### config.mk
export PLATFORM = sky130hd
export DESIGN_NAME = grid_rx_top
export DESIGN_NICKNAME = d
export VERILOG_FILES = /design/src/rtl/nr_grid_pkg.sv /design/src/rtl/dma_stream_pkg.sv /design/src/rtl/grid_rx_top.sv /design/src/rtl/grid_subscriber.sv /design/src/rtl/stream_fifo.sv /design/src/rtl/symbol_framer.sv
export SDC_FILE = /design/constraint.sdc
export NUM_CORES = 2
export LEC_CHECK = 0
export ABC_CLOCK_PERIOD_IN_PS = 24000
export BUFFER_PORTS_ARGS = -buffer_cell sky130_fd_sc_hd__clkbuf_2
export CAP_MARGIN = 0
export CORE_UTILIZATION = 32
export DETAILED_ROUTE_END_ITERATION = 16
export GPL_TIMING_DRIVEN = 0
export SKIP_CTS_REPAIR_TIMING = 1
export SYNTH_ARGS = -nofsm -noshare
export SYNTH_HDL_FRONTEND = slang
export SYNTH_SLANG_ARGS = --single-unit
### constraint.sdc
create_clock -name clk_i -period 24 [get_ports clk_i]
set_clock_uncertainty 0.2 [all_clocks]
set_input_delay 4.8 -clock clk_i [delete_from_list [all_inputs] [get_ports clk_i]]
set_output_delay 4.8 -clock clk_i [all_outputs]
set_load 0.005 [all_outputs]
### src/rtl/nr_grid_pkg.sv
/*
 * Resource-grid input constants
 * Sample and exponent widths, symbol length and FIFO depths of the
 * demodulator side, plus the packing of one grid FIFO entry.
 */
package nr_grid_pkg;

    // one IQ sample, also the width of one DMA word
    localparam int IQ_WIDTH = 16;

    // block exponent delivered with every sample
    localparam int BLK_EXP_LEN = 8;

    // samples per OFDM symbol, kept small for short simulations
    localparam int SYMBOL_LEN = 16;

    // grid FIFO holds four whole symbols
    localparam int GRID_FIFO_DEPTH = 64;

    // one timestamp per buffered symbol
    localparam int ID_FIFO_DEPTH = 4;

    // sample-within-symbol counter
    localparam int SYMBOL_CNT_WIDTH = $clog2(SYMBOL_LEN);
    localparam logic [SYMBOL_CNT_WIDTH-1:0] LAST_SAMPLE = SYMBOL_CNT_WIDTH'(SYMBOL_LEN - 1);

    // grid entry layout, LSB first: IQ sample, last flag, block exponent
    localparam int LAST_BIT = IQ_WIDTH;
    localparam int EXP_LSB = IQ_WIDTH + 1;
    localparam int GRID_ENTRY_WIDTH = IQ_WIDTH + 1 + BLK_EXP_LEN;

endpackage

### src/rtl/dma_stream_pkg.sv
/*
 * DMA output stream format
 * Timestamp width, its split into DMA words and the states of the
 * subscriber that serializes each symbol.
 */
package dma_stream_pkg;

    // sample index recorded at the first sample of each symbol
    localparam int SAMPLE_ID_WIDTH = 64;

    // timestamp goes out least significant word first
    localparam int TIMESTAMP_WORDS = SAMPLE_ID_WIDTH / nr_grid_pkg::IQ_WIDTH;
    localparam int STAMP_CNT_WIDTH = $clog2(TIMESTAMP_WORDS);
    localparam logic [STAMP_CNT_WIDTH-1:0] LAST_STAMP_WORD =
        STAMP_CNT_WIDTH'(TIMESTAMP_WORDS - 1);

    // header, timestamp words, then IQ payload
    typedef enum logic [1:0] {
        st_idle,
        st_header,
        st_stamp,
        st_forward
    } subscriber_state_e;

endpackage

### src/rtl/grid_rx_top.sv
/*
 * Grid receive path
 * Framer, grid and timestamp FIFOs and the DMA subscriber between the
 * OFDM demodulator output and the DMA stream.
 */
module grid_rx_top (
    input  logic                                 clk_i,
    input  logic                                 reset_ni,

    input  logic [nr_grid_pkg::IQ_WIDTH-1:0]     iq_data_i,
    input  logic                                 iq_valid_i,
    input  logic [nr_grid_pkg::BLK_EXP_LEN-1:0]  blk_exp_i,

    input  logic                                 dma_tready_i,
    output logic [nr_grid_pkg::IQ_WIDTH-1:0]     dma_tdata_o,
    output logic                                 dma_tvalid_o,
    output logic                                 dma_tlast_o,

    output logic                                 overflow_o,
    output logic                                 int_o
);

    logic                                       grid_wr;
    logic [nr_grid_pkg::GRID_ENTRY_WIDTH-1:0]   grid_wr_data;
    logic                                       grid_valid;
    logic [nr_grid_pkg::GRID_ENTRY_WIDTH-1:0]   grid_data;
    logic                                       grid_ack;

    logic                                       id_wr;
    logic [dma_stream_pkg::SAMPLE_ID_WIDTH-1:0] id_wr_data;
    logic                                       id_valid;
    logic [dma_stream_pkg::SAMPLE_ID_WIDTH-1:0] id_data;
    logic                                       id_ack;

    symbol_framer framer (
        .clk_i       (clk_i),
        .reset_ni    (reset_ni),
        .iq_data_i   (iq_data_i),
        .iq_valid_i  (iq_valid_i),
        .blk_exp_i   (blk_exp_i),
        .grid_wr_o   (grid_wr),
        .grid_data_o (grid_wr_data),
        .id_wr_o     (id_wr),
        .id_data_o   (id_wr_data)
    );

    stream_fifo #(
        .WIDTH (nr_grid_pkg::GRID_ENTRY_WIDTH),
        .DEPTH (nr_grid_pkg::GRID_FIFO_DEPTH)
    ) grid_fifo (
        .clk_i      (clk_i),
        .reset_ni   (reset_ni),
        .wr_i       (grid_wr),
        .wr_data_i  (grid_wr_data),
        .rd_ack_i   (grid_ack),
        .rd_valid_o (grid_valid),
        .rd_data_o  (grid_data)
    );

    stream_fifo #(
        .WIDTH (dma_stream_pkg::SAMPLE_ID_WIDTH),
        .DEPTH (nr_grid_pkg::ID_FIFO_DEPTH)
    ) id_fifo (
        .clk_i      (clk_i),
        .reset_ni   (reset_ni),
        .wr_i       (id_wr),
        .wr_data_i  (id_wr_data),
        .rd_ack_i   (id_ack),
        .rd_valid_o (id_valid),
        .rd_data_o  (id_data)
    );

    grid_subscriber subscriber (
        .clk_i        (clk_i),
        .reset_ni     (reset_ni),
        .grid_valid_i (grid_valid),
        .grid_data_i  (grid_data),
        .grid_ack_o   (grid_ack),
        .id_valid_i   (id_valid),
        .id_data_i    (id_data),
        .id_ack_o     (id_ack),
        .dma_tready_i (dma_tready_i),
        .dma_tdata_o  (dma_tdata_o),
        .dma_tvalid_o (dma_tvalid_o),
        .dma_tlast_o  (dma_tlast_o),
        .overflow_o   (overflow_o),
        .int_o        (int_o)
    );

endmodule

### src/rtl/grid_subscriber.sv
/*
 * Grid subscriber
 * Serializes each buffered symbol towards the DMA: a header with the
 * block exponent, the 64-bit timestamp in IQ-wide words, then the IQ
 * samples with tlast on the final one. Raises an interrupt per symbol
 * and reports words offered while the DMA was not ready.
 */
module grid_subscriber (
    input  logic                                          clk_i,
    input  logic                                          reset_ni,

    // grid FIFO head
    input  logic                                          grid_valid_i,
    input  logic [nr_grid_pkg::GRID_ENTRY_WIDTH-1:0]      grid_data_i,
    output logic                                          grid_ack_o,

    // timestamp FIFO head
    input  logic                                          id_valid_i,
    input  logic [dma_stream_pkg::SAMPLE_ID_WIDTH-1:0]    id_data_i,
    output logic                                          id_ack_o,

    // DMA stream
    input  logic                                          dma_tready_i,
    output logic [nr_grid_pkg::IQ_WIDTH-1:0]              dma_tdata_o,
    output logic                                          dma_tvalid_o,
    output logic                                          dma_tlast_o,

    output logic                                          overflow_o,
    output logic                                          int_o
);

    dma_stream_pkg::subscriber_state_e state;

    logic [dma_stream_pkg::STAMP_CNT_WIDTH-1:0] stamp_cnt;
    logic [dma_stream_pkg::SAMPLE_ID_WIDTH-1:0] stamp_buf;

    logic [nr_grid_pkg::IQ_WIDTH-1:0]    head_iq;
    logic                                head_last;
    logic [nr_grid_pkg::BLK_EXP_LEN-1:0] head_exp;

    assign head_iq   = grid_data_i[nr_grid_pkg::IQ_WIDTH-1:0];
    assign head_last = grid_data_i[nr_grid_pkg::LAST_BIT];
    assign head_exp  = grid_data_i[nr_grid_pkg::EXP_LSB +: nr_grid_pkg::BLK_EXP_LEN];

    // pop every grid entry that gets forwarded
    assign grid_ack_o = (state == dma_stream_pkg::st_forward) && grid_valid_i;

    // timestamp leaves the FIFO once its last word is on the way out
    assign id_ack_o = (state == dma_stream_pkg::st_stamp)
                   && (stamp_cnt == dma_stream_pkg::LAST_STAMP_WORD);

    always_ff @(posedge clk_i) begin
        if (!reset_ni) begin
            state        <= dma_stream_pkg::st_idle;
            stamp_cnt    <= '0;
            dma_tvalid_o <= 1'b0;
            dma_tlast_o  <= 1'b0;
            int_o        <= 1'b0;
        end else begin
            dma_tvalid_o <= 1'b0;
            dma_tlast_o  <= 1'b0;
            int_o        <= 1'b0;
            case (state)
                dma_stream_pkg::st_idle: begin
                    // header carries the exponent of the symbol's first sample
                    if (grid_valid_i) begin
                        dma_tdata_o <= {{(nr_grid_pkg::IQ_WIDTH - nr_grid_pkg::BLK_EXP_LEN){1'b0}},
                                        head_exp};
                        dma_tvalid_o <= 1'b1;
                        state        <= dma_stream_pkg::st_header;
                    end
                end
                dma_stream_pkg::st_header: begin
                    if (id_valid_i) begin
                        dma_tdata_o  <= id_data_i[nr_grid_pkg::IQ_WIDTH-1:0];
                        stamp_buf    <= id_data_i >> nr_grid_pkg::IQ_WIDTH;
                        stamp_cnt    <= '0;
                        dma_tvalid_o <= 1'b1;
                        state        <= dma_stream_pkg::st_stamp;
                    end
                end
                dma_stream_pkg::st_stamp: begin
                    stamp_cnt <= stamp_cnt + 1'b1;
                    if (stamp_cnt == dma_stream_pkg::LAST_STAMP_WORD) begin
                        // one idle cycle while the first grid entry is fetched
                        state <= dma_stream_pkg::st_forward;
                    end else begin
                        dma_tdata_o  <= stamp_buf[nr_grid_pkg::IQ_WIDTH-1:0];
                        stamp_buf    <= stamp_buf >> nr_grid_pkg::IQ_WIDTH;
                        dma_tvalid_o <= 1'b1;
                    end
                end
                dma_stream_pkg::st_forward: begin
                    if (grid_valid_i) begin
                        dma_tdata_o  <= head_iq;
                        dma_tvalid_o <= 1'b1;
                        if (head_last) begin
                            dma_tlast_o <= 1'b1;
                            int_o       <= 1'b1;
                            state       <= dma_stream_pkg::st_idle;
                        end
                    end
                end
                default: state <= dma_stream_pkg::st_idle;
            endcase
        end
    end

    // a word offered without ready is lost, flag it one cycle later
    always_ff @(posedge clk_i) begin
        if (!reset_ni) begin
            overflow_o <= 1'b0;
        end else begin
            overflow_o <= dma_tvalid_o && !dma_tready_i;
        end
    end

endmodule

### src/rtl/stream_fifo.sv
/*
 * Stream FIFO
 * Synchronous first-word-fall-through buffer. The head entry is
 * presented without read delay and popped by a one-cycle acknowledge.
 * Writes that find the buffer full are discarded.
 */
module stream_fifo #(
    parameter int WIDTH = 8,
    parameter int DEPTH = 4
) (
    input  logic             clk_i,
    input  logic             reset_ni,

    input  logic             wr_i,
    input  logic [WIDTH-1:0] wr_data_i,

    input  logic             rd_ack_i,
    output logic             rd_valid_o,
    output logic [WIDTH-1:0] rd_data_o
);

    localparam int PTR_WIDTH = (DEPTH > 1) ? $clog2(DEPTH) : 1;
    localparam logic [PTR_WIDTH-1:0] LAST_PTR = PTR_WIDTH'(DEPTH - 1);
    localparam logic [PTR_WIDTH:0] FULL_COUNT = (PTR_WIDTH + 1)'(DEPTH);

    logic [WIDTH-1:0]   mem [DEPTH];
    logic [PTR_WIDTH-1:0] wr_ptr;
    logic [PTR_WIDTH-1:0] rd_ptr;
    logic [PTR_WIDTH:0]   count;
    logic                 full;
    logic                 do_write;
    logic                 do_read;

    assign full     = (count == FULL_COUNT);
    assign do_write = wr_i && !full;
    assign do_read  = rd_ack_i && rd_valid_o;

    // head is visible as soon as the count is non-zero
    assign rd_valid_o = (count != '0);
    assign rd_data_o  = mem[rd_ptr];

    always_ff @(posedge clk_i) begin
        if (do_write) begin
            mem[wr_ptr] <= wr_data_i;
        end
    end

    always_ff @(posedge clk_i) begin
        if (!reset_ni) begin
            wr_ptr <= '0;
            rd_ptr <= '0;
            count  <= '0;
        end else begin
            if (do_write) begin
                wr_ptr <= (wr_ptr == LAST_PTR) ? '0 : wr_ptr + 1'b1;
            end
            if (do_read) begin
                rd_ptr <= (rd_ptr == LAST_PTR) ? '0 : rd_ptr + 1'b1;
            end
            // simultaneous push and pop leave the occupancy unchanged
            case ({do_write, do_read})
                2'b10:   count <= count + 1'b1;
                2'b01:   count <= count - 1'b1;
                default: count <= count;
            endcase
        end
    end

endmodule

### src/rtl/symbol_framer.sv
/*
 * Symbol framer
 * Cuts the demodulator sample strobes into fixed-length symbols. Every
 * sample is pushed to the grid FIFO with its exponent and a last flag;
 * the first sample of a symbol also pushes the running sample index
 * as the symbol's timestamp.
 */
module symbol_framer (
    input  logic                                          clk_i,
    input  logic                                          reset_ni,

    // demodulator side, one strobe per sample
    input  logic [nr_grid_pkg::IQ_WIDTH-1:0]              iq_data_i,
    input  logic                                          iq_valid_i,
    input  logic [nr_grid_pkg::BLK_EXP_LEN-1:0]           blk_exp_i,

    // grid FIFO write side
    output logic                                          grid_wr_o,
    output logic [nr_grid_pkg::GRID_ENTRY_WIDTH-1:0]      grid_data_o,

    // timestamp FIFO write side
    output logic                                          id_wr_o,
    output logic [dma_stream_pkg::SAMPLE_ID_WIDTH-1:0]    id_data_o
);

    logic [nr_grid_pkg::SYMBOL_CNT_WIDTH-1:0]   sample_cnt;
    logic [dma_stream_pkg::SAMPLE_ID_WIDTH-1:0] sample_idx;
    logic                                       last_sample;
    logic                                       first_sample;

    assign last_sample  = (sample_cnt == nr_grid_pkg::LAST_SAMPLE);
    assign first_sample = (sample_cnt == '0);

    // position within the symbol and samples accepted since reset
    always_ff @(posedge clk_i) begin
        if (!reset_ni) begin
            sample_cnt <= '0;
            sample_idx <= '0;
        end else if (iq_valid_i) begin
            sample_cnt <= last_sample ? '0 : sample_cnt + 1'b1;
            sample_idx <= sample_idx + 1'b1;
        end
    end

    // write strobes follow the input strobe by one cycle
    always_ff @(posedge clk_i) begin
        if (!reset_ni) begin
            grid_wr_o <= 1'b0;
            id_wr_o   <= 1'b0;
        end else begin
            grid_wr_o <= iq_valid_i;
            id_wr_o   <= iq_valid_i && first_sample;
        end
    end

    // payload registers only load on a strobe
    always_ff @(posedge clk_i) begin
        if (iq_valid_i) begin
            grid_data_o <= {blk_exp_i, last_sample, iq_data_i};
            if (first_sample) begin
                id_data_o <= sample_idx;
            end
        end
    end

endmodule
# Word level (Yosys, flattened, before mapping)
# Memories as Yosys holds them, arrays and structs flattened. A register that Yosys moved wholly into a read port is not among the register bits.
# Index checks and enable logic that the tools add are counted.
[op_classes] add_sub_neg=11 eq_ne=21 mux=36 n_reduce_logical=25
[op_table] op="$mux 64" count=2
[op_table] op="$pmux 64 s2" count=1
[op_table] op="$add 64x1->64 const B" count=1
[op_table] op="$mux 16" count=4
[op_table] op="$pmux 16 s4" count=1
[op_table] op="$mux 6" count=4
[op_table] op="$mux 2" count=10
[op_table] op="$eq 2x2->1 const B" count=7
[op_table] op="$pmux 7 s2" count=1
[op_table] op="$add 6x1->6 const B" count=2
[op_table] op="$eq 6x6->1 const B" count=2
[op_table] op="$ne 2x2->1 const B" count=6
[op_table] op="$reduce_and 5->1" count=2
[op_table] op="$logic_and 1x1->1" count=8
[op_table] op="$mux 1" count=8
[op_table] op="$pmux 2 s4" count=1
[op_table] op="$add 7x1->7 const B" count=1
[op_table] op="$eq 7x7->1 const B" count=1
[op_table] op="$reduce_bool 7->1" count=1
[op_table] op="$sub 7x1->7 const B" count=1
[op_table] op="$add 2x1->2 const B" count=3
[op_table] op="$eq 2x1->1 const B" count=3
[op_table] op="$pmux 3 s2" count=1
[op_table] op="$reduce_bool 2->1" count=3
[op_table] op="16 further kinds" count=19
[totals] ff_bits=272 ram_bits=1856 in_bits=28 output_inout_bits=20 wordCells=114 mem_count=2
[memory_table] name="grid_fifo.mem" words=64 word_bits=25 rd=1 rd_ports_with_merged_regs=1 write_ports=1 line_no="stream_fifo.sv:26" rtl="logic [WIDTH-1:0] mem [DEPTH];"
[memory_table] name="id_fifo.mem" words=4 word_bits=64 rd=1 rd_ports_with_merged_regs=1 write_ports=1 line_no="stream_fifo.sv:26"

# Depth between registers and ports, before layout
[depth] depth_word=5 ltp_mapped=15 mapped_depth_nobuf=12

# Modules after synthesis
# A second synthesis with hierarchy kept.
[hier_totals] cells_unflattened=4023 area_unflattened_um2=81886.0
[modules_own_cells] mod="stream_fifo at grid_fifo" n_inst=1 cells_each=2935 area_each_um2=62890.3 seq_area_each_um2=48546.6
[modules_own_cells] mod="stream_fifo at id_fifo" n_inst=1 cells_each=389 area_each_um2=9739.3 seq_area_each_um2=7867.5
[modules_own_cells] mod="symbol_framer" n_inst=1 cells_each=485 area_each_um2=6044.5 seq_area_each_um2=4073.9
[modules_own_cells] mod="grid_subscriber" n_inst=1 cells_each=214 area_each_um2=3211.8 seq_area_each_um2=2062.0

# Worst setup path after synthesis
# Ideal clock, no wire load.
[synth_timing] path_kind="input to register" start="input port iq_valid_i" end="register framer.id_data_o[0] (netlist name) (enable)" setup_time_ns=0.647 arrival_ns=11.133 required_ns=23.153 slack_ns=12.019 stages=2 n_path_buf=1 cell_sequence="buf_2 -> nor4bb_1"
[synth_via] elab_chain_cells=1
[synth_lines] element="from (decl)" line_no="grid_rx_top.sv:11" rtl="input logic iq_valid_i,"
[synth_lines] element="$reduce_and 2->1 (no source line)"
[synth_lines] element="to (signal assigned)" line_no="symbol_framer.sv:61" rtl="id_data_o <= sample_idx;"
[synth_lines] element="to (decl)" line_no="symbol_framer.sv:23" rtl="output logic [dma_stream_pkg::SAMPLE_ID_WIDTH-1:0] id_data_o"
# No other way between the ends.
# A chain may end at the register's enable or synchronous reset.

==> reports/results.tsv <==
metric	value	unit
status	complete, no violations	
routabilityCongestion	0.8775	
p_leak	28.52	nW
drv_slew	0	
wl_per_cell	27.29	microns
yosys_warnings	0	
start_util	32.21	%
dp_cells	7164	
clk_pin_slew	60	ps
dpl_cell_area	88700	sq um
die_y	505.0	microns
clock-root-buffer	clkbuf_16	
clock.fmax	123.0	MHz
fp.coreArea	251400	sq um
ys_types	63	
vias	39384	
drc	0	
die_width	505.0	microns
ys.flop_type	edfxtp_1	
drtPass1Iterations	14	
mostFrequentLayoutCells	edfxtp_1 (2009), mux4_2 (554), clkbuf_16 (198)	
r2r_slack	18810	ps
synth_async_sr_flop_share	0	%
endpoint_kind	flop	
ir_drop	0.08170	mV
cp.required	24540	ps
synth_enable_flop_cells	2009	
nets	4061	
worstSetupPathDepth	8	
synth_cells	3646	
antenna_found_initial	4	
final.min_clock_period	8128	ps
setup_viol	0	
syn-num-nets	3694	
fp-row-count	184	
n_fill_cell	22506	
critPathLaunchType	input pin	
critPathMostFrequentCell	nand4_1	
arrival	8670	ps
grt_pass1_vias	39320	
drive_gt1_share	28.43	%
whs_endpoint	framer.id_data_o[63]$_DFFE_PP_	
instances_no_fill	7532	
cts_tree	yes	
syn_area_per_cell	22.21	sq um
path_cells	clkbuf_2, buf_2, nand4_1, nor3_1, nand4_1, clkbuf_1, or4_1, a21oi_1	
synth_seq_cells	2120	
ys_seq_area_share	77.24	%
grt_max_degree	52	
maxSlewHeadroom	7.199	%
finalCritPeriodShare	33.87	%
ant_nets	0	
insertion_delay	820	ps
critPathBufInv	3	
min-delay-start	framer.sample_idx[63]$_SDFFE_PN0P_	
worstSetupPathType	input pin to flop	
final_area	95050	sq um
critPathMaxStageDelay	880	ps
area_delta_synth_final	17.38	%
worst_pin_slew	1386	ps
crit_family	simple AND/OR/NAND/NOR gates	
overflow	0	
worstRegToRegCells	8	
hold_depth	0	
grt_pass1_wl	293.5	mm
cts_buffer_depth	3	
portBuffers	46	
cts_max_level	4	
die-area	255100	sq um
r2r_end	subscriber.dma_tdata_o[13]$_DFFE_PP_	
numCtsBuffers	195	
hp-class	flop to flop	
rsz0062_at_grt	false	
pin_count	48	
syn-cell-area	80980	sq um
dp_hpwl	137.5	mm
drt_wl_total	205.6	mm
gr-usage-all-layers	16.03	%
hold_violations	0	
cts_sinks	2120	
fin_tns_setup	0	ps
cap_violations	0	
drt_iter0_drc	5077	
cp_max_fo	27	
vias_per_cell	5.229	
slowest_stage	clkbuf_2	
final_common_cell	edfxtp_1	
powerDensity	81.38	nW/um^2
-- cell usage after synthesis, drive strengths merged, types with 14 or more instances --
cell type,number,area (sq um)
edfxtp,2009,60330
mux4,554,12480
nor2,147,554.3
dfxtp,111,2222
buf,98,579.3
clkbuf,86,322.8
nand2,77,289.0
mux2i,60,600.6
a21oi,54,270.3
mux2,35,394.1
xor2,33,289.0
inv,29,108.9
nand3,29,145.1
nand4,29,187.7
o21ai,24,120.1
or3,23,143.9
nor2b,21,131.4
a22oi,19,142.6
ha,19,237.7
or4,15,112.6
and2,14,87.58
and3,14,87.58
and4,14,125.1
o31ai,14,105.1
-- flip-flops by register name, summed over array words and instances (netlist names), 2 cells and up, named ones only --
register,cells
framer.id_data_o,64
subscriber.dma_tdata_o,16
id_fifo.count,3
id_fifo.rd_ptr,2
subscriber.stamp_buf,48
framer.sample_idx,64
id_fifo.mem,256
grid_fifo.mem,1600
framer.grid_data_o,25
grid_fifo.wr_ptr,6
subscriber.stamp_cnt,2
framer.sample_cnt,4
grid_fifo.rd_ptr,6
subscriber.state,2
id_fifo.wr_ptr,2
grid_fifo.count,7
-- worst max-delay path by stage --
| stage | start | endpoint | slack [ps] |
|---|---|---|---|
| floorplan | iq_valid_i | framer.id_data_o[0]$_DFFE_PP_ | 12020 |
| global placement | iq_valid_i | framer.id_data_o[37]$_DFFE_PP_ | 5980 |
| detailed placement | iq_valid_i | framer.sample_idx[55]$_SDFFE_PN0P_ | 15060 |
| CTS | iq_valid_i | framer.sample_idx[55]$_SDFFE_PN0P_ | 15920 |
| global route | iq_valid_i | framer.sample_idx[55]$_SDFFE_PN0P_ | 15730 |
| finish | iq_valid_i | framer.sample_idx[55]$_SDFFE_PN0P_ | 15870 |
-- cells by family (layout without fill, tap and decap cells) --
logic type	count (synthesis)	count (layout)	share of synthesized area, %
muxes	649	649	16.64
adders and majority gates	20	20	0.3183
AOI/OAI and AO/OA	182	182	1.485
buffers and inverters	214	750	1.253
and+or+nand+nor	416	416	2.576
DFF	2120	2120	77.24
xor gates and xnor gates	45	45	0.4867
other	0	2	0
-- routing by layer --
layer / vias up / global-route usage (%) / share of wire, % / routed length [microns]
met5: - / 0 / 0 / 0
met4: 0 / 4.295 / 2.6 / 5420
met3: 311 / 3.362 / 8.4 / 17210
met2: 1712 / 24.90 / 46 / 95340
met1: 21270 / 22.79 / 43 / 87610
li1: 16091 / - / - / -
-- layout make-up --
class	instances	area [sq um]	share of cell area, %
sequential	2120	62550	65.81
antenna	2	5.005	0.005265
timing repair buffer	170	3020	3.178
inverter	30	112.6	0.1185
buffer	184	902.1	0.9491
tap	3348	4189	4.407
clock inverter	108	1065	1.120
clock buffer	258	5280	5.555
multi-input combinational	1312	17930	18.86
-- metrics by stage --
stage	hold WS [ps]	util, %	setup WS [ps]	power, mW
after floorplan	221.3	-	12020	4.461
after global placement	232.2	33.97	5984	4.661
after detailed placement	235.1	35.28	15060	4.705
after CTS	253.7	37.81	15920	7.784
after global routing	266.7	37.81	15730	7.953
final	251.4	37.81	15870	7.735
-- worst reg2reg max path, stage by stage (launching register included) --
cell	delay, ps
dfxtp_1	370
buf_2	330
clkbuf_1	710
clkbuf_1	840
mux4_2	440
mux4_2	530
mux2i_1	740
o22ai_1	490
o21bai_1	290
-- where the power goes --
| part | total (mW) | internal, mW | switching, mW | leakage [nW] |
|---|---|---|---|---|
| logic | 0.434 | 0.148 | 0.286 | 6.33 |
| clock network | 3.11 | 1.75 | 1.37 | 3.11 |
| registers | 4.19 | 4.15 | 0.0408 | 19.1 |
No activity file was read; power rests on OpenSTA's default activity.
